===== src/verilog/ccd_settings.svh =====
/*
  Camera front end build settings
  Sample, size and bus widths, line buffer depth, register map
  and the CTRL bit positions shared by the RTL and the testbench
*/
`ifndef CCD_SETTINGS_SVH
`define CCD_SETTINGS_SVH

// ==========================================================================
// Data path widths
// ==========================================================================
`define CCD_RAW_W       12      // Sensor sample
`define CCD_DIM_W       12      // Width, height and positions
`define CCD_MAX_WIDTH   1280    // Line buffer depth in samples
`define CCD_PIX_W       16      // Packed output pixel
`define CCD_COMP_BITS   5       // Bits kept per colour

// ==========================================================================
// APB register map
// ==========================================================================
`define CCD_WORD_W      32
`define CCD_ADDR_W      8
`define CCD_ADDR_CTRL   8'h00
`define CCD_ADDR_WIDTH  8'h04
`define CCD_ADDR_HEIGHT 8'h08
`define CCD_ADDR_FRAMES 8'h0C
`define CCD_ADDR_PIXELS 8'h10
`define CCD_ADDR_STATUS 8'h14

// CTRL bits
`define CCD_CTRL_START  0
`define CCD_CTRL_EN_R   1
`define CCD_CTRL_EN_G   2
`define CCD_CTRL_EN_B   3

`endif


===== src/verilog/ccd_pkg.sv =====
/*
  Camera front end types
  Sample, size, pixel and register word types, the register
  address map and the capture FSM states
*/
`include "ccd_settings.svh"

package ccd_pkg;

  typedef logic [`CCD_RAW_W-1:0]  raw_t;      // One Bayer sample
  typedef logic [`CCD_DIM_W-1:0]  dim_t;      // Size or position
  typedef logic [`CCD_PIX_W-1:0]  pixel_t;    // Packed RGB word
  typedef logic [`CCD_WORD_W-1:0] reg_word_t; // APB data

  // Register byte addresses
  typedef enum logic [`CCD_ADDR_W-1:0] {
    REG_CTRL   = `CCD_ADDR_CTRL,
    REG_WIDTH  = `CCD_ADDR_WIDTH,
    REG_HEIGHT = `CCD_ADDR_HEIGHT,
    REG_FRAMES = `CCD_ADDR_FRAMES,   // Read only
    REG_PIXELS = `CCD_ADDR_PIXELS,   // Read only
    REG_STATUS = `CCD_ADDR_STATUS    // Read only
  } reg_addr_e;

  // Frame gating states
  typedef enum logic [1:0] {
    CAP_IDLE,         // Start clear
    CAP_WAIT_FRAME,   // Armed, waiting for fval rise
    CAP_ACTIVE        // Inside a captured frame
  } capture_state_e;

endpackage


===== src/verilog/pixel_pack.sv =====
/*
  RGB packer and pixel counter
  Builds the 16 bit word of one zero bit and 5 bits per colour,
  masks disabled channels and counts pixels per frame
*/
`include "ccd_settings.svh"

module pixel_pack (
  input  logic               ccd_pixel_clk,
  input  logic               rst_n,
  input  ccd_pkg::raw_t      red,
  input  ccd_pkg::raw_t      green,
  input  ccd_pkg::raw_t      blue,
  input  logic               rgb_valid,
  input  logic [2:0]         chan_en,       // Blue, green, red
  input  logic               frame_done,
  output ccd_pkg::pixel_t    pix_data,
  output logic               pix_valid,
  output ccd_pkg::reg_word_t pixel_count
);

  logic [`CCD_COMP_BITS-1:0] r_field, g_field, b_field;
  ccd_pkg::reg_word_t        pix_cnt;       // Running count of this frame

  // Top bits of each colour, zero when masked
  assign r_field = chan_en[0] ? red[`CCD_RAW_W-1 -: `CCD_COMP_BITS]   : '0;
  assign g_field = chan_en[1] ? green[`CCD_RAW_W-1 -: `CCD_COMP_BITS] : '0;
  assign b_field = chan_en[2] ? blue[`CCD_RAW_W-1 -: `CCD_COMP_BITS]  : '0;

  always_ff @(posedge ccd_pixel_clk) begin
    if (rgb_valid) pix_data <= {1'b0, r_field, g_field, b_field};
  end

  always_ff @(posedge ccd_pixel_clk or negedge rst_n) begin
    if (!rst_n) pix_valid <= 1'b0;
    else        pix_valid <= rgb_valid;
  end

  // ==========================================================================
  // Per-frame pixel count
  // ==========================================================================
  always_ff @(posedge ccd_pixel_clk or negedge rst_n) begin
    if (!rst_n) begin
      pix_cnt     <= '0;
      pixel_count <= '0;
    end else if (frame_done) begin
      pixel_count <= pix_cnt + rgb_valid;   // Include a pixel on the same edge
      pix_cnt     <= '0;
    end else if (rgb_valid) begin
      pix_cnt <= pix_cnt + 1'b1;
    end
  end

endmodule


===== config.mk =====
export PLATFORM = sky130hd
export DESIGN_NAME = pixel_pack
export DESIGN_NICKNAME = d
export VERILOG_FILES = /design/src/verilog/ccd_pkg.sv /design/src/verilog/pixel_pack.sv
export VERILOG_INCLUDE_DIRS = /design/src /design/src/verilog
export SDC_FILE = /design/constraint.sdc
export NUM_CORES = 1
export LEC_CHECK = 0
export BUFFER_PORTS_ARGS = -buffer_cell sky130_fd_sc_hd__buf_2
export CAP_MARGIN = 20
export CORE_ASPECT_RATIO = 2
export CORE_MARGIN = 10
export CORE_UTILIZATION = 30
export CTS_CLUSTER_SIZE = 14
export DETAILED_ROUTE_END_ITERATION = 10
export PLACE_DENSITY_LB_ADDON = 0.05
export SLEW_MARGIN = 20
export SYNTH_ARGS = -nofsm -noshare
export SYNTH_HDL_FRONTEND = slang
export SYNTH_SLANG_ARGS = --single-unit

===== constraint.sdc =====
create_clock -name ccd_pixel_clk -period 2.41 [get_ports ccd_pixel_clk]
set_clock_uncertainty 0.1 [all_clocks]
set_input_delay 0.3615 -clock ccd_pixel_clk [delete_from_list [all_inputs] [get_ports ccd_pixel_clk]]
set_output_delay 0.3615 -clock ccd_pixel_clk [all_outputs]
set_load 0.01 [all_outputs]

After elaboration in Yosys (flattened, before gate mapping):

Index checks and enable logic that the tools add are counted.
W data, S select, Z words.

* logic and storage cells: 11
* memory bits (read-only): 0
* bits in registers: 80
* output and inout bits: 49
* memory bits (writable): 0
* latch bits: 0
* memories: 0

* divide/modulo/power cells: 0
* eq/ne operators: 0
* add/sub/neg operators: 2
* bitwise operators: 0
* reduce and logical (&&, ||, !) cells: 1
* shift-type cells: 0
* multipliers: 0
* $lt $le $gt $ge: 0
* mux-type cells: 2

Operators by type and width (number)
* $mux W32: 2
* $add A32 B1 Y32: 1
* $add A32 B1 Y32 const B: 1
* $reduce_bool A2 Y1: 1

Depth between registers and ports, before layout:

* depth in word-level cells: 3
* depth in mapped cells: 7

Worst setup path before layout:

No wires, ideal clock.

* kind: register to register
* from: register pix_cnt[0]
* to: register pixel_count[22]
* slack: 0.098 ns
* data required time: 2.228 ns
* library setup time: 0.082 ns
* cell stages (with the launch flop): 8
* period minus slack after synthesis: 2.312 ns
* arrival time: 2.130 ns
* cells stage by stage: dfrtp_1 > ha_1 > ha_1 > nand3_2 > or4_1 > buf_2 > or4_1 > a31oi_1

* cells in the longest elaborated chain, start to end: 1

Ends and longest elaborated chain
* start, declared: RTL line pixel_pack.sv:23 `ccd_pkg::reg_word_t pix_cnt;`
* start signal, assigned: RTL line pixel_pack.sv:50 `pix_cnt <= pix_cnt + 1'b1;`
* $add A32 B1 Y32: RTL line pixel_pack.sv:47 `pixel_count <= pix_cnt + rgb_valid;`
* end signal, assigned: RTL line pixel_pack.sv:47
* end, declared: RTL line pixel_pack.sv:19 `output ccd_pkg::reg_word_t pixel_count`

Every way passes these cells.
A chain may end at the register's enable or synchronous reset.

Worst setup path after layout:

* from: register pix_cnt[0]
* to: register pixel_count[18]

Same word-level chain as after synthesis.

==> impl_results.md <==
* Sequential share of power at 0.439
* Detailed placement HPWL at between 9000 and 10000 microns
* Port Buffers at 69
* Distinct cells, synth at 36
* Max incr delay on CP at 0.57 ns
* Mapped Area at ~4000 sq um
* Skew-Pair Late Insertion Delay at 0.34 ns
* DRC at 0
* Sw Share at 0.225
* DRT antenna net count at 0
* Final period util at 0.950
* Crit start category: flop
* Max rail drop VDD at 0.000353 V
* Vias at 3370
* CTS root buf: clkbuf_16
* Crit-path cells: ha_1, ha_2, nand3_2, or4_4, buf_4, or3_1, a31oi_1
* Worst slew pin tran at 0.550 ns
* Diodes inserted at 0
* Final Wtd Congestion at 0.799
* Status: finished clean
* Cell leakage power at 2.07 nW
* Initial DRC count at ~120
* Fin. Hold Viols at 0
* Syn avg cell area at 9.91 sq um
* # rows at 59
* Worst Path Max Fanout at 5
* WP data arrival at 2.45 ns
* CTS tree: done
* Psw at about 0.76 mW
* Syn Nets at 448
* Share of the synthesized area in the top cell type at 0.408
* Syn Inst Count at 402
* DP Worst Slack at -0.0834 ns
* Worst-case clock buffer depth at 2
* Synth area leader: dfrtp_1
* Ys Warns at 0
* Share of cells above drive strength 1 at 0.289
* Tot GR Track Use at 0.132
* WL/cell at 18.4 microns
* Slew Limit Fails at 0
* Area of the die at 18600 sq um
* Clock share of power at 0.486
* Boundary pin count at 92
* Vias in the first global route at roughly 3500
* Layout net count at 535
* # setup viols final at 0
* Drt first pass iters at 4
* Register area share after synthesis at 0.521
* Largest net degree at the start of global routing at 47
* Critical path endpoint category: flop
* Setup slack after layout at 0.121 ns
* Slew margin rel. at 0.630
* Core area at 13000 sq um
* Overflow after GRT at 0
* First-pass GRT wire length at 18900 microns
* Die W at 101 microns
* Synthesis-to-layout area growth at 27.6%
* Initial antenna violation count at 0
* Clock Sinks at 80
* Maxcap violations at 0
* Clock-pin slew on the worst setup and hold paths at 0.06 ns
* Slowest cell on the critical path: or4_4
* Vias per Instance at around 5.2
* Die height at 183 microns
* Hold WC Path Type: primary input to flop
* Internal Dissipation at 2.59 mW
* Post-layout minimum cycle time at 2.29 ns
* FMAX at 0.437 GHz
* Max H-tree Level at 3
* Crit path required time at 2.57 ns
* Setup CP Type: flop to flop
* Starting Density at 0.307
* Ranking of synthesized cells by area: dfrtp_1 41%, edfxtp_1 11%, or4_1 4.5%
* Clock buffer count from CTS at 9
* Power density cells at 658 nW/um^2
* Total power at 3.35 mW
* Total Wirelength at about 12000 microns
* Combinational Power Share at 0.075
* Yosys reg bits at 80
what timing repair did:
item | CTS | global route
endpoints found under the hold margin | 17 | 0
endpoints found under the setup margin | 0 | 6
setup buffers | 0 | 0
gates resized for setup | 0 | 4
hold buffers | 1 | 0
registers in the layout, indices dropped and copies added (netlist names):
name / flops
pix_cnt: 32
pix_data: 15
pix_valid: 1
pixel_count: 32
per-stage QoR:
stage               hold slack [ns]  TNS [ns]  utilization  std cells  area (sq um)
CTS                           0.181         0        0.390        646          5070
detailed placement            0.266    -0.226        0.362        629          4710
floorplan                   -0.0341         0            -        402          3990
finish                        0.196         0        0.391        646          5090
global route                  0.197  -0.00244        0.391        646          5090
global placement              0.273    -0.239        0.362        629          4710
power by group through the flow:
| stage | clock network, mW | registers [mW] | logic [mW] |
|---|---|---|---|
| after floorplan | 0 | 1.53 | 0.0782 |
| after global placement | 0 | 1.50 | 0.258 |
| after detailed placement | 0 | 1.50 | 0.260 |
| after CTS | 1.68 | 1.47 | 0.262 |
| after global routing | 1.73 | 1.48 | 0.285 |
| final | 1.63 | 1.47 | 0.250 |
worst max-delay path: cells and delay by family, from the launching register on:
family | cells | cell delay [ns]
AOI/OAI and AO/OA | 1 | 0.17
and+or+nand+nor | 3 | 1.04
DFF | 1 | 0.36
buffers and inverters | 1 | 0.17
adders and majority gates | 2 | 0.38
cell type report:
class | instances | area, sq um
Fill cell | 1337 | 7910
Sequential cell | 80 | 2080
Multi-Input combinational cell | 284 | 1750
Timing Repair Buffer | 111 | 701
Clock buffer | 10 | 239
Tap cell | 152 | 190
Clock inverter | 6 | 115
Inverter | 3 | 11.3
synthesized netlist by cell type (all sizes together):
cell type  number
nor4b           1
nand4          24
nor4            4
nor2           47
edfxtp         15
nand2           9
xor2           11
xnor2          14
a211o           1
nand2b          1
dfrtp          65
ha              3
or4            24
inv             3
mux2i           1
nand3           5
clkbuf         13
or2             5
and2           15
a31oi          16
nor3            7
o21ai          23
mux2            4
o41ai           2
or3            24
buf            22
conb            1
o31ai           8
a21oi          32
nand4b          2
path summary, 6_finish.rpt:
check | cells past startpoint | start | to | slack, ns
max | 7 | pix_cnt[0] | pixel_count[18] | 0.12
min | 2 | red[10] | pix_data[13] | 0.20
max reg2reg | 7 | pix_cnt[0] | pixel_count[18] | 0.12
min reg2reg | 1 | pixel_count[25] | pixel_count[25] | 0.39
max in group asynchronous | 3 | rst_n | pixel_count[9] | 1.26
min in group asynchronous | 2 | rst_n | pixel_count[29] | 0.42
cells in the final DEF, fill, tap and decap left out, types with 5 or more instances in the layout:
master / netlist / final
clkbuf_16: 0 / 9
buf_4: 1 / 38
nand4_1: 22 / 22
xnor2_1: 14 / 14
dfrtp_1: 65 / 65
a31oi_1: 16 / 16
nand2_1: 8 / 8
a21oi_1: 32 / 32
or4_1: 24 / 21
or2_2: 5 / 5
o21ai_0: 23 / 23
nor3_1: 7 / 7
o31ai_1: 8 / 8
or3_1: 24 / 24
xor2_1: 11 / 11
edfxtp_1: 15 / 15
and2_1: 15 / 15
buf_2: 18 / 69
nor2_1: 47 / 47
cells by family after synthesis:
logic type,Yosys count,synth area share
compound gates,82,0.116
xor+xnor,25,0.0549
fa+ha+maj,3,0.00942
buf+inv,38,0.0424
flops,80,0.521
mux,5,0.0138
other cells,1,0.000941
simple gates,168,0.241
layer usage:
metal  global-route usage  vias to the layer above  part of all wire
li1                     -                     1651                 -
met5                    0                        -                 0
met3               0.0267                       19             0.038
met1                0.128                     1618              0.35
met2                0.249                       82              0.58
met4               0.0644                        0             0.030
No activity file was read; power rests on OpenSTA's default activity.
