==> config.mk <==
export PLATFORM = sky130hd
export DESIGN_NAME = ccd_reg_decode
export DESIGN_NICKNAME = d
export VERILOG_FILES = /design/src/verilog/ccd_pkg.sv /design/src/verilog/ccd_reg_decode.sv
export VERILOG_INCLUDE_DIRS = /design/src /design/src/verilog
export SDC_FILE = /design/constraint.sdc
export NUM_CORES = 1
export LEC_CHECK = 0
export BUFFER_PORTS_ARGS = -buffer_cell sky130_fd_sc_hd__buf_2
export CORE_MARGIN = 2
export CORE_UTILIZATION = 42
export DETAILED_ROUTE_END_ITERATION = 7
export GPL_ROUTABILITY_DRIVEN = 0
export PLACE_DENSITY = 0.87
export SYNTH_ARGS = -nofsm -noshare
export SYNTH_HDL_FRONTEND = slang
export SYNTH_SLANG_ARGS = --single-unit
export TNS_END_PERCENT = 100
==> constraint.sdc <==
create_clock -name ccd_pixel_clk -period 3.25 [get_ports ccd_pixel_clk]
set_input_delay 0.325 -clock ccd_pixel_clk [delete_from_list [all_inputs] [get_ports ccd_pixel_clk]]
set_output_delay 0.325 -clock ccd_pixel_clk [all_outputs]
set_load 0.05 [all_outputs]
==> src/verilog/ccd_settings.svh <==
/*
  Camera front end build settings
  Sample, size and bus widths, line buffer depth, register map
  and the CTRL bit positions shared by the RTL and the testbench
*/
`ifndef CCD_SETTINGS_SVH
`define CCD_SETTINGS_SVH

// ==========================================================================
// Data path widths
// ==========================================================================
`define CCD_RAW_W       12      // Sensor sample
`define CCD_DIM_W       12      // Width, height and positions
`define CCD_MAX_WIDTH   1280    // Line buffer depth in samples
`define CCD_PIX_W       16      // Packed output pixel
`define CCD_COMP_BITS   5       // Bits kept per colour

// ==========================================================================
// APB register map
// ==========================================================================
`define CCD_WORD_W      32
`define CCD_ADDR_W      8
`define CCD_ADDR_CTRL   8'h00
`define CCD_ADDR_WIDTH  8'h04
`define CCD_ADDR_HEIGHT 8'h08
`define CCD_ADDR_FRAMES 8'h0C
`define CCD_ADDR_PIXELS 8'h10
`define CCD_ADDR_STATUS 8'h14

// CTRL bits
`define CCD_CTRL_START  0
`define CCD_CTRL_EN_R   1
`define CCD_CTRL_EN_G   2
`define CCD_CTRL_EN_B   3

`endif

==> src/verilog/ccd_pkg.sv <==
/*
  Camera front end types
  Sample, size, pixel and register word types, the register
  address map and the capture FSM states
*/
`include "ccd_settings.svh"

package ccd_pkg;

  typedef logic [`CCD_RAW_W-1:0]  raw_t;      // One Bayer sample
  typedef logic [`CCD_DIM_W-1:0]  dim_t;      // Size or position
  typedef logic [`CCD_PIX_W-1:0]  pixel_t;    // Packed RGB word
  typedef logic [`CCD_WORD_W-1:0] reg_word_t; // APB data

  // Register byte addresses
  typedef enum logic [`CCD_ADDR_W-1:0] {
    REG_CTRL   = `CCD_ADDR_CTRL,
    REG_WIDTH  = `CCD_ADDR_WIDTH,
    REG_HEIGHT = `CCD_ADDR_HEIGHT,
    REG_FRAMES = `CCD_ADDR_FRAMES,   // Read only
    REG_PIXELS = `CCD_ADDR_PIXELS,   // Read only
    REG_STATUS = `CCD_ADDR_STATUS    // Read only
  } reg_addr_e;

  // Frame gating states
  typedef enum logic [1:0] {
    CAP_IDLE,         // Start clear
    CAP_WAIT_FRAME,   // Armed, waiting for fval rise
    CAP_ACTIVE        // Inside a captured frame
  } capture_state_e;

endpackage

==> src/verilog/ccd_reg_decode.sv <==
/*
  APB register block for the camera front end
  Zero wait state slave holding CTRL, WIDTH and HEIGHT and
  returning the frame and pixel counters and the capture status
*/
`include "ccd_settings.svh"

module ccd_reg_decode (
  input  logic                    ccd_pixel_clk,
  input  logic                    rst_n,
  input  logic [`CCD_ADDR_W-1:0]  paddr,
  input  logic                    psel,
  input  logic                    penable,
  input  logic                    pwrite,
  input  ccd_pkg::reg_word_t      pwdata,
  input  ccd_pkg::reg_word_t      frame_count,
  input  ccd_pkg::reg_word_t      pixel_count,
  input  logic                    busy,
  output ccd_pkg::reg_word_t      prdata,
  output logic                    pready,
  output logic                    pslverr,
  output logic                    start,
  output logic [2:0]              chan_en,
  output ccd_pkg::dim_t           width,
  output ccd_pkg::dim_t           height
);

  localparam int CTRL_W = 4;               // Start plus three enables

  logic [CTRL_W-1:0]   ctrl_q;
  ccd_pkg::dim_t       width_q;
  ccd_pkg::dim_t       height_q;
  ccd_pkg::reg_word_t  rd_data;
  logic                access;
  logic                addr_ok;            // Address is in the map
  logic                ro_reg;             // Address is a read-only register
  logic                bad_access;
  logic                wr_en;

  // ==========================================================================
  // Address decode and read mux
  // ==========================================================================
  assign access = psel & penable;          // Access phase

  always_comb begin
    rd_data = '0;
    addr_ok = 1'b1;
    ro_reg  = 1'b0;
    case (paddr)
      ccd_pkg::REG_CTRL:   rd_data = ccd_pkg::reg_word_t'(ctrl_q);
      ccd_pkg::REG_WIDTH:  rd_data = ccd_pkg::reg_word_t'(width_q);
      ccd_pkg::REG_HEIGHT: rd_data = ccd_pkg::reg_word_t'(height_q);
      ccd_pkg::REG_FRAMES: begin
        rd_data = frame_count;
        ro_reg  = 1'b1;
      end
      ccd_pkg::REG_PIXELS: begin
        rd_data = pixel_count;
        ro_reg  = 1'b1;
      end
      ccd_pkg::REG_STATUS: begin
        rd_data = ccd_pkg::reg_word_t'(busy);   // Bit 0 only
        ro_reg  = 1'b1;
      end
      default: addr_ok = 1'b0;
    endcase
  end

  // Unmapped address or write to a read-only register
  assign bad_access = ~addr_ok | (pwrite & ro_reg);
  assign wr_en      = access & pwrite & ~bad_access;

  assign pready  = 1'b1;                   // No wait states
  assign pslverr = access & bad_access;
  assign prdata  = (access & ~pwrite & addr_ok) ? rd_data : '0;

  // ==========================================================================
  // Read-write registers
  // ==========================================================================
  always_ff @(posedge ccd_pixel_clk or negedge rst_n) begin
    if (!rst_n) begin
      ctrl_q   <= '0;
      width_q  <= '0;
      height_q <= '0;
    end else if (wr_en) begin
      if (paddr == ccd_pkg::REG_CTRL) begin
        ctrl_q <= pwdata[CTRL_W-1:0];
      end
      if (paddr == ccd_pkg::REG_WIDTH) begin
        width_q <= pwdata[`CCD_DIM_W-1:0];
      end
      if (paddr == ccd_pkg::REG_HEIGHT) begin
        height_q <= pwdata[`CCD_DIM_W-1:0];
      end
    end
  end

  // Control fields out to the datapath
  assign start   = ctrl_q[`CCD_CTRL_START];
  assign chan_en = {ctrl_q[`CCD_CTRL_EN_B],   // Bit 2 blue
                    ctrl_q[`CCD_CTRL_EN_G],   // Bit 1 green
                    ctrl_q[`CCD_CTRL_EN_R]};  // Bit 0 red
  assign width   = width_q;
  assign height  = height_q;

endmodule

* Word-level counts from Yosys, hierarchy flattened
Cells that the tools add are included. Widths: inputs -> output; s select.
Storage, ports and cells: register bits after elaboration 28, input bits 110, output and inout port bits 62
Operators by class: eq/ne operators 5, mux-type cells 4, bitwise logic cells 11, reductions and logical operators 6
Operators with widths (count):
- $pmux 32 s6 | 1
- $mux 32 | 1
- $eq 8x4->1 const B | 2
- $eq 8x5->1 const B | 2
- $eq 8x3->1 const B | 1
- $logic_not 8->1 | 1
- $and 1x1->1 | 7
- $reduce_and 2->1 | 3
- $reduce_or 6->1 | 1
- $not 1->1 | 3
- $reduce_or 3->1 | 1
- $mux 1 | 2
- $or 1x1->1 | 1

* Longest topological paths before layout
Gate-level depths: netlist (run 1).
depth after elaboration 8, mapped depth 5

* Worst setup path before layout (run 1)
No wires, ideal clock.
kind input to output, start input paddr[2], end output prdata[10], arrival time 1.803 ns, path slack 1.122 ns, stages 5, path buffers 2, cells stage by stage buf_2 -> clkbuf_1 -> nand3b_1 -> a21o_1 -> a21oi_1
Between the ends: cells in the longest elaborated chain, start to end 5, elaborated cells on any way between the ends 11, those cells by class eq/ne: 5; mux: 3; bitwise: 1; reduce/logical: 2
Ends and longest elaborated chain:
- start, declared | line ccd_reg_decode.sv:11 | input logic [`CCD_ADDR_W-1:0] paddr,
- $eq 8x3->1 (tied with other cells) | line ccd_reg_decode.sv:49 | case (paddr)
- $reduce_or 6->1 (no line)
- $mux 1 | line ccd_reg_decode.sv:49
- $and 1x1->1 | line ccd_reg_decode.sv:75 | assign prdata = (access & ~pwrite & addr_ok) ? rd_data : '0;
- $mux 32 * | line ccd_reg_decode.sv:75
- end, declared | line ccd_reg_decode.sv:19 | output ccd_pkg::reg_word_t prdata,
Every way passes the cells marked *; elsewhere a longest branch is shown, timed or not.

* Worst setup path in the final report (run 1)
start input paddr[4], end output prdata[3]
The elaborated chain is that of the path after synthesis.

==> results of run 1 <==
-- critical path, cell delays in order --
cell,delay [ps]
buf_2,340
nor3b_2,600
buf_4,280
nand2_1,90
a21oi_1,120
buf_2,280
-- kinds of logic after synthesis --
logic type | count (synthesis)
AND/OR/NAND/NOR | 67
AO/OA/AOI/OAI | 46
multiplexers | 45
flip-flops | 28
buffers and inverters | 18
other | 1
-- Yosys cell counts (2+ instances only) --
master,count,area [µm²]
nand3b_1,18,135
nand4_2,2,25.0
dfrtp_1,28,701
nand4_1,2,12.5
nand2_1,13,48.8
nor2b_1,3,18.8
and3b_1,2,17.5
mux2_2,35,394
a21o_1,8,60.1
nor2_1,21,78.8
buf_2,10,50.1
clkbuf_1,6,22.5
mux2_4,10,150
a21oi_1,12,60.1
a22oi_1,24,180
-- layer usage --
layer	wire length (µm)	vias up
met3	425	8
li1	-	1033
met1	2550	1050
met2	3260	93
met4	106	0
met5	0	-
-- cell type report --
type / instances / area [µm²]
Clock buffer: 4 / 55.1
Tap cell: 67 / 83.8
Fill cell: 407 / 1830
Multi-Input combinational cell: 159 / 1260
Sequential cell: 28 / 701
Timing Repair Buffer: 155 / 788
-- power breakdown --
part	leakage, µW	switching (µW)	internal, µW
Combinational	0.00117	87.0	75.5
Clock	0.0000288	107	108
Sequential	0.000390	2.65	352
-- state kept, by name, summed over array words and instances (netlist names) --
name and flops:
width 12, height 12, ctrl_q 4
-- worst max path at each step --
stage / from / endpoint / slack (ps) / depth (start not counted)
global route: paddr[4] / prdata[3] / 780 / 6
global placement: paddr[4] / prdata[3] / 920 / 6
detailed placement: paddr[4] / prdata[3] / 890 / 6
CTS: paddr[4] / prdata[3] / 880 / 6
finish: paddr[4] / prdata[3] / 890 / 6
floorplan: paddr[2] / prdata[10] / 1120 / 5
-- through the flow --
stage | area, µm² | total power (µW)
global route | 2890 | 764
finish | 2890 | 732
detailed placement | 2840 | 524
global placement | 2840 | 518
floorplan | 2050 | 442
CTS | 2890 | 739
==> flow_summary.json, run 1 <==
{
  "synth-edff-count": 0,
  "async_flop_share_pct": 100,
  "cp.required_ps": 2920,
  "grtUsageMet3_pct": 3.16,
  "drtPass1Iterations": 5,
  "fin_util_pct": 61.2,
  "drt-initial-drc-count": 74,
  "syn_avg_cell_area_um2": 10.0,
  "drt_wl_total_mm": 6.34,
  "cp_max_fo": 24,
  "synth_fa_ha_area_share_pct": 0,
  "hpwl_mm": 4.98,
  "ys_types": 26,
  "timing.rr.start": "height[10]",
  "grt_pass1_vias": 2037,
  "vias_per_cell": 5.29,
  "grt_max_degree": 30,
  "grt.overflow.total": 0,
  "syn_nets": 315,
  "path_clk_slew_ps": 100,
  "yosys.area_share.simple_pct": 19.4,
  "num_io_pins": 172,
  "dp_cells": 409,
  "fp.dieW_um": 73.9,
  "grt_pass1_wl_mm": 9.55,
  "setup-violations-final": 0,
  "yosysSeqAreaShare_pct": 34.1,
  "wl_per_cell_um": 15.4,
  "muxShareOfSynthArea_pct": 26.5,
  "num_rows": 25,
  "antenna_found_initial": 0,
  "synth_warnings": 0,
  "clock.fmax_mhz": 423,
  "ys_ff_latch": 28,
  "period_share_pct": 72.7,
  "leakagePower_uw": 0.00159,
  "htree_levels": 1,
  "postRouteAntennaNets": 0,
  "dieArea_um2": 5460,
  "maxCapViolations": 0,
  "fp.dieH_um": 73.9,
  "grt_use_total_pct": 22.4,
  "use_met2_pct": 42.1,
  "n_antenna_cell": 0,
  "drive_above_1_share_pct": 60.7,
  "worst_ir_drop_vdd_mv": 0.246,
  "busiest_layer": "met2",
  "cp.arrival_ps": 2040,
  "fin_crit_ps": 2360,
  "numCtsBuffers": 3,
  "io_buffer_count": 150,
  "cts_buffer_depth": 2,
  "final.setup.worst_slack_ps": 887,
  "post_cts_resized": 0,
  "rsz0062_at_grt": "false",
  "cts_tree": "yes",
  "worst_pin_slew_ps": 652,
  "synth_compound_area_share_pct": 15.3,
  "path_class": "in2out",
  "holdWs_ps": 59.0,
  "hold_viol": 0,
  "fin_skew_ps": 0,
  "cellPowerDensity_nw_per_um2": 253,
  "rr_worst_depth": 1,
  "nets": 457,
  "core_area_um2": 4720,
  "stdcell_count": 413,
  "report.final.slew_viol_count": 0,
  "synth_top_family_by_area": "multiplexers",
  "final_common_cell": "buf_2",
  "slew_headroom_pct": 56.5,
  "syn_inst": 205,
  "hold_class": "in2async",
  "vias": 2184,
  "synth_flop_cell": "dfrtp_1",
  "cts_hold_buf": 0,
  "endpoint_kind": "primary output",
  "place_ws_ps": 888,
  "setup_tns_ps": 0,
  "r2r_slack_ps": 2460,
  "insertion_delay_ps": 270,
  "cts_num_sinks": 28,
  "syn_to_final_growth_pct": 41.0,
  "gr-usage-met1_pct": 26.9,
  "cts-root-buf": "clkbuf_8",
  "synth-xor-area-share_pct": 0,
  "run_status": "finished clean",
  "netlist_area_um2": 2050,
  "drc_errors": 0,
  "final_cell_mix": "150 x buf_2, 35 x mux2_2, 28 x dfrtp_1, 24 x a22oi_1, 21 x nor2_1",
  "cts_setup_buffers": 0,
  "r2r_end": "height[10]",
  "crit_path_start_kind": "input port",
  "initial_core_util_pct": 43.4
}
Note: power is estimated with default switching activity, not from simulation.
==> run 2: changes to the inputs <==
--- a/config.mk
+++ b/config.mk
@@ -8,10 +8,10 @@
 export LEC_CHECK = 0
 export BUFFER_PORTS_ARGS = -buffer_cell sky130_fd_sc_hd__buf_2
 export CORE_MARGIN = 2
-export CORE_UTILIZATION = 42
+export CORE_UTILIZATION = 35
 export DETAILED_ROUTE_END_ITERATION = 7
 export GPL_ROUTABILITY_DRIVEN = 0
-export PLACE_DENSITY = 0.87
+export PLACE_DENSITY = 0.77
 export SYNTH_ARGS = -nofsm -noshare
 export SYNTH_HDL_FRONTEND = slang
 export SYNTH_SLANG_ARGS = --single-unit
==> constraint.sdc (replaced) <==
create_clock -name ccd_pixel_clk -period 2.05 [get_ports ccd_pixel_clk]
set_input_delay 0.205 -clock ccd_pixel_clk [delete_from_list [all_inputs] [get_ports ccd_pixel_clk]]
set_output_delay 0.205 -clock ccd_pixel_clk [all_outputs]
set_load 0.05 [all_outputs]
==> flow_summary.json, run 2 (synthesis results as in run 1) <==
{
  "seq_power_share_pct": 50.5,
  "cts_num_sinks": 28,
  "fp.dieW_um": 80.6,
  "grt.overflow.total": 0,
  "vias": 2186,
  "cp_max_fo": 21,
  "drtPass1Iterations": 4,
  "run_status": "finished clean",
  "grt_pass1_vias": 2079,
  "stdcell_count": 426,
  "vias_per_cell": 5.13,
  "clockPowerShare_pct": 25.8,
  "path_clk_slew_ps": 90,
  "htree_levels": 1,
  "maxCapViolations": 0,
  "dp_cells": 422,
  "n_antenna_cell": 0,
  "period_share_pct": 87.0,
  "cp.arrival_ps": 1580,
  "cts-root-buf": "clkbuf_8",
  "num_rows": 27,
  "endpoint_kind": "primary output",
  "cts_tree": "yes",
  "setup_tns_ps": 0,
  "worst_pin_slew_ps": 615,
  "syn_to_final_growth_pct": 44.0,
  "nets": 466,
  "slew_headroom_pct": 59.0,
  "grt_pass1_wl_mm": 9.93,
  "cp.required_ps": 1850,
  "hold_class": "in2reg",
  "hpwl_mm": 5.24,
  "core_area_um2": 5570,
  "cellPowerDensity_nw_per_um2": 377,
  "power.internal_uw": 814,
  "crit_path_start_kind": "input port",
  "numCtsBuffers": 3,
  "wl_per_cell_um": 15.7,
  "drc_errors": 0,
  "switchingPower_uw": 299,
  "clock.fmax_mhz": 561,
  "grt_max_degree": 29,
  "drive_above_1_share_pct": 61.3,
  "cts_setup_buffers": 0,
  "dieArea_um2": 6490,
  "insertion_delay_ps": 270,
  "hold_viol": 0,
  "worst_ir_drop_vdd_mv": 0.251,
  "swShare_pct": 26.9,
  "fp.dieH_um": 80.6,
  "design_area_um2": 2960,
  "drt-initial-drc-count": 76,
  "setup-violations-final": 0,
  "report.final.slew_viol_count": 0,
  "num_io_pins": 172,
  "grt_use_total_pct": 19.8,
  "initial_core_util_pct": 36.8,
  "final_cell_mix": "150 x buf_2, 35 x mux2_2, 28 x dfrtp_1, 24 x a22oi_1, 21 x nor2_1",
  "final_common_cell": "buf_2",
  "antenna_found_initial": 0,
  "io_buffer_count": 150,
  "drt_wl_total_mm": 6.67,
  "fin_crit_ps": 1780,
  "placed_area_um2": 2900,
  "postRouteAntennaNets": 0,
  "path_class": "in2out",
  "rsz0062_at_grt": "false",
  "power_uw": 1110,
  "cts_buffer_depth": 2,
  "p_comb_share_pct": 23.7,
  "cts_hold_buf": 1,
  "fin_skew_ps": 0,
  "post_cts_resized": 0,
  "leakagePower_uw": 0.00162
}
run 2: cell types whose count changed in the layout (fill, tap and decap cells not counted):
cell	before	now
buf_4	5	13
dlygate4sd3_1	0	1
clkbuf_8	4	3
run 2: layer usage:
layer / global-route usage (%) / routed length (µm)
met5: 0 / 0
met3: 3.60 / 500
met1: 22.6 / 2660
met4: 4.41 / 61
met2: 37.9 / 3450
run 2: stage by stage:
stage / util [%] / setup slack, ps / hold slack [ps]
finish: 53.0 / 267 / 178
global route: 53.0 / 158 / 170
CTS: 53.0 / 251 / 170
detailed placement: 52.1 / 250 / 250
global placement: 52.1 / 271 / 246
floorplan: - / 105 / -90.6
run 2: layout make-up:
cell class | count | area (µm²)
Timing Repair Buffer | 164 | 858
Fill cell | 529 | 2620
Clock buffer | 3 | 41.3
Tap cell | 72 | 90.1
Sequential cell | 28 | 701
Multi-Input combinational cell | 159 | 1260
run 2: final timing paths:
path	from	endpoint	slack (ps)	cells past startpoint
max reg2reg	height[11]	height[11]	1250	1
min in group asynchronous	rst_n	width[9]	480	2
max in group asynchronous	rst_n	height[4]	1170	2
min reg2reg	ctrl_q[0]	ctrl_q[0]	530	1
min	pwdata[6]	height[6]	180	2
max	paddr[2]	prdata[11]	270	6
run 2: worst max-delay path: stages:
cell and delay [ps]:
buf_2 340, buf_4 320, mux2_2 370, nand2_1 60
a21oi_1 50, buf_2 210
run 2: power groups by stage:
| stage | Clock, µW | Combinational (µW) | Sequential, µW |
|---|---|---|---|
| floorplan | 0 | 109 | 593 |
| global placement | 0 | 258 | 572 |
| global route | 322 | 288 | 563 |
| finish | 287 | 264 | 562 |
| detailed placement | 0 | 264 | 573 |
| CTS | 295 | 266 | 562 |
==> run 3: changes to the inputs <==
--- a/config.mk
+++ b/config.mk
@@ -6,7 +6,9 @@
 export SDC_FILE = /design/constraint.sdc
 export NUM_CORES = 1
 export LEC_CHECK = 0
+export ABC_AREA = 1
 export BUFFER_PORTS_ARGS = -buffer_cell sky130_fd_sc_hd__buf_2
+export CAP_MARGIN = 20
 export CORE_MARGIN = 2
 export CORE_UTILIZATION = 35
 export DETAILED_ROUTE_END_ITERATION = 7
==> flow_summary.json, run 3 <==
{
  "synth_top_area_cell": "dfrtp_1",
  "seq_power_share_pct": 52.8,
  "yosysMostFrequentCell": "nand2_1",
  "fin_util_pct": 54.4,
  "yosysSeqAreaShare_pct": 34.0,
  "run_status": "finished clean",
  "ys_ff_latch": 28,
  "antenna_found_initial": 0,
  "n_fill_cell": 568,
  "slowest_stage": "buf_2",
  "drive_above_1_share_pct": 39.3,
  "clockPowerShare_pct": 32.4,
  "max_stage_delay_ps": 280,
  "maxCapViolations": 0,
  "htree_levels": 1,
  "slew_headroom_pct": 59.0,
  "syn_to_final_growth_pct": 48.0,
  "insertion_delay_ps": 270,
  "drt-initial-drc-count": 68,
  "n_antenna_cell": 0,
  "report.final.slew_viol_count": 0,
  "hpwl_mm": 5.64,
  "grt_pass1_wl_mm": 10.6,
  "hold_depth": 3,
  "r2r_end": "height[10]",
  "setup-violations-final": 0,
  "setup_tns_ps": 0,
  "worst_pin_slew_ps": 616,
  "syn_nets": 440,
  "cts-root-buf": "clkbuf_8",
  "dieArea_um2": 6520,
  "fp.dieH_um": 80.7,
  "fin_crit_ps": 1860,
  "p_comb_share_pct": 14.8,
  "drtPass1Iterations": 4,
  "crit_path_start_kind": "input port",
  "cts_buffer_depth": 2,
  "dp_cells": 551,
  "period_share_pct": 90.9,
  "synth-edff-count": 0,
  "crit_chain": "buf_2, nor2_2, nand2_2, nor3_4, buf_4, nand2_1, nand2_1, inv_1, a31oi_1, buf_2",
  "num_rows": 27,
  "ff_latch_area_um2": 701,
  "syn_inst": 330,
  "timing.rr.start": "height[10]",
  "drt_wl_total_mm": 7.06,
  "hold_path.startpoint": "pwdata[5]",
  "cp_max_fo": 11,
  "grt_pass1_vias": 2386,
  "hold_viol": 0,
  "power.internal_uw": 797,
  "ys_types": 25,
  "placed_area_um2": 2980,
  "leakagePower_uw": 0.00176,
  "final_common_cell": "nand2_1",
  "path_clk_slew_ps": 90,
  "path_class": "in2out",
  "num_io_pins": 172,
  "syn_avg_cell_area_um2": 6.24,
  "cp.required_ps": 1850,
  "cts_tree": "yes",
  "nets": 595,
  "place_ws_ps": 64.1,
  "core_area_um2": 5610,
  "wl_per_cell_um": 12.7,
  "stdcell_count": 556,
  "worst_ir_drop_vdd_mv": 0.357,
  "cp.arrival_ps": 1660,
  "vias_per_cell": 4.81,
  "vias": 2672,
  "switchingPower_uw": 249,
  "rr_worst_depth": 2,
  "netlist.area_leader.share_pct": 34.0,
  "initial_core_util_pct": 36.7,
  "cellPowerDensity_nw_per_um2": 343,
  "synth_area_leaders": "dfrtp_1 34%, nand2_1 30%, nand3_1 8.3%",
  "swShare_pct": 23.8,
  "postRouteAntennaNets": 0,
  "endpoint_kind": "primary output",
  "final_cell_mix": "162 x nand2_1, 150 x buf_2, 34 x nand3_1, 28 x dfrtp_1, 21 x a21oi_1",
  "async_flop_share_pct": 100,
  "numCtsBuffers": 3,
  "final.setup.worst_slack_ps": 186,
  "whs_endpoint": "height[5]",
  "grt_use_total_pct": 20.7,
  "clock.fmax_mhz": 536,
  "hold_class": "in2reg",
  "synth_flop_cell": "dfrtp_1",
  "fin_skew_ps": 0,
  "io_buffer_count": 150,
  "multi_input_area_um2": 1200,
  "r2r_slack_ps": 1380,
  "synth_warnings": 0,
  "netlist_area_um2": 2060,
  "fp.dieW_um": 80.7,
  "grt_max_degree": 29,
  "grt.overflow.total": 0,
  "cts_num_sinks": 28,
  "synth_top_cells_by_count": "162 x nand2_1, 34 x nand3_1, 28 x dfrtp_1",
  "drc_errors": 0,
  "rsz0062_at_grt": "false",
  "design_area_um2": 3050
}
## run 3: cell types whose count changed after synthesis, sizes merged, moves of 3 or more
cell | before | now
nor2 | 22 | 17
nand2 | 13 | 168
nand3b | 18 | 0
nand3 | 0 | 35
inv | 0 | 22
mux2 | 45 | 0
a31oi | 0 | 8
a21o | 8 | 0
a22oi | 24 | 0
nor2b | 3 | 0
a21oi | 12 | 21
## run 3: logic make-up (layout without fill, tap and decap cells)
| logic type | after synthesis | count (layout) | share of synthesized area, % |
|---|---|---|---|
| AOI/OAI and AO/OA | 32 | 32 | 9.23 |
| other | 1 | 1 | 0.182 |
| and+or+nand+nor | 229 | 229 | 48.0 |
| DFF | 28 | 28 | 34.0 |
| buffers and inverters | 40 | 194 | 8.62 |
## run 3: metrics by stage
stage | total power (µW) | hold slack (ps)
final | 1050 | 177
after global routing | 1090 | 165
after CTS | 1050 | 169
after detailed placement | 715 | 257
after global placement | 712 | 244
after floorplan | 605 | -90.6
## run 3: cell type report
class	count	area share [%]
clock buffers	4	1.80
flip-flops and latches	28	23.0
repair buffers	168	30.4
multi-input cells	262	39.2
inverters	22	2.71
well taps	72	2.95
## run 3: worst max path at each step
stage	end	depth (start not counted)	start	slack, ps
after global placement	prdata[22]	10	paddr[5]	80
final	prdata[9]	10	paddr[5]	190
after global routing	prdata[6]	10	paddr[5]	30
after floorplan	prdata[10]	6	paddr[5]	3
after detailed placement	prdata[4]	10	paddr[0]	60
after CTS	prdata[11]	10	paddr[0]	50
## run 3: what timing repair did
item	in CTS	in global routing
resized for setup	0	1
endpoints found under the hold margin	28	0
setup endpoints to repair	0	21
setup buffers	0	0
hold buffers	1	0
## run 3: per-layer routing
layer	up-vias	global-route usage [%]	share of wire [%]
met5	-	0	0
li1	1356	-	-
met3	6	2.56	7.7
met1	1199	25.8	41
met4	0	7.63	1.2
met2	111	36.9	51
## run 3: power groups by stage
stage | Clock (µW) | Sequential, µW | Combinational, µW
finish | 339 | 552 | 154
global route | 369 | 553 | 170
CTS | 347 | 552 | 154
detailed placement | 0 | 563 | 152
global placement | 0 | 563 | 149
floorplan | 0 | 564 | 40.4
## run 3: worst max-delay path, delay by kind of cell
kind / cells / cell delay [ps]
AO/OA/AOI/OAI: 1 / 110
buffers and inverters: 4 / 640
AND/OR/NAND/NOR: 5 / 690
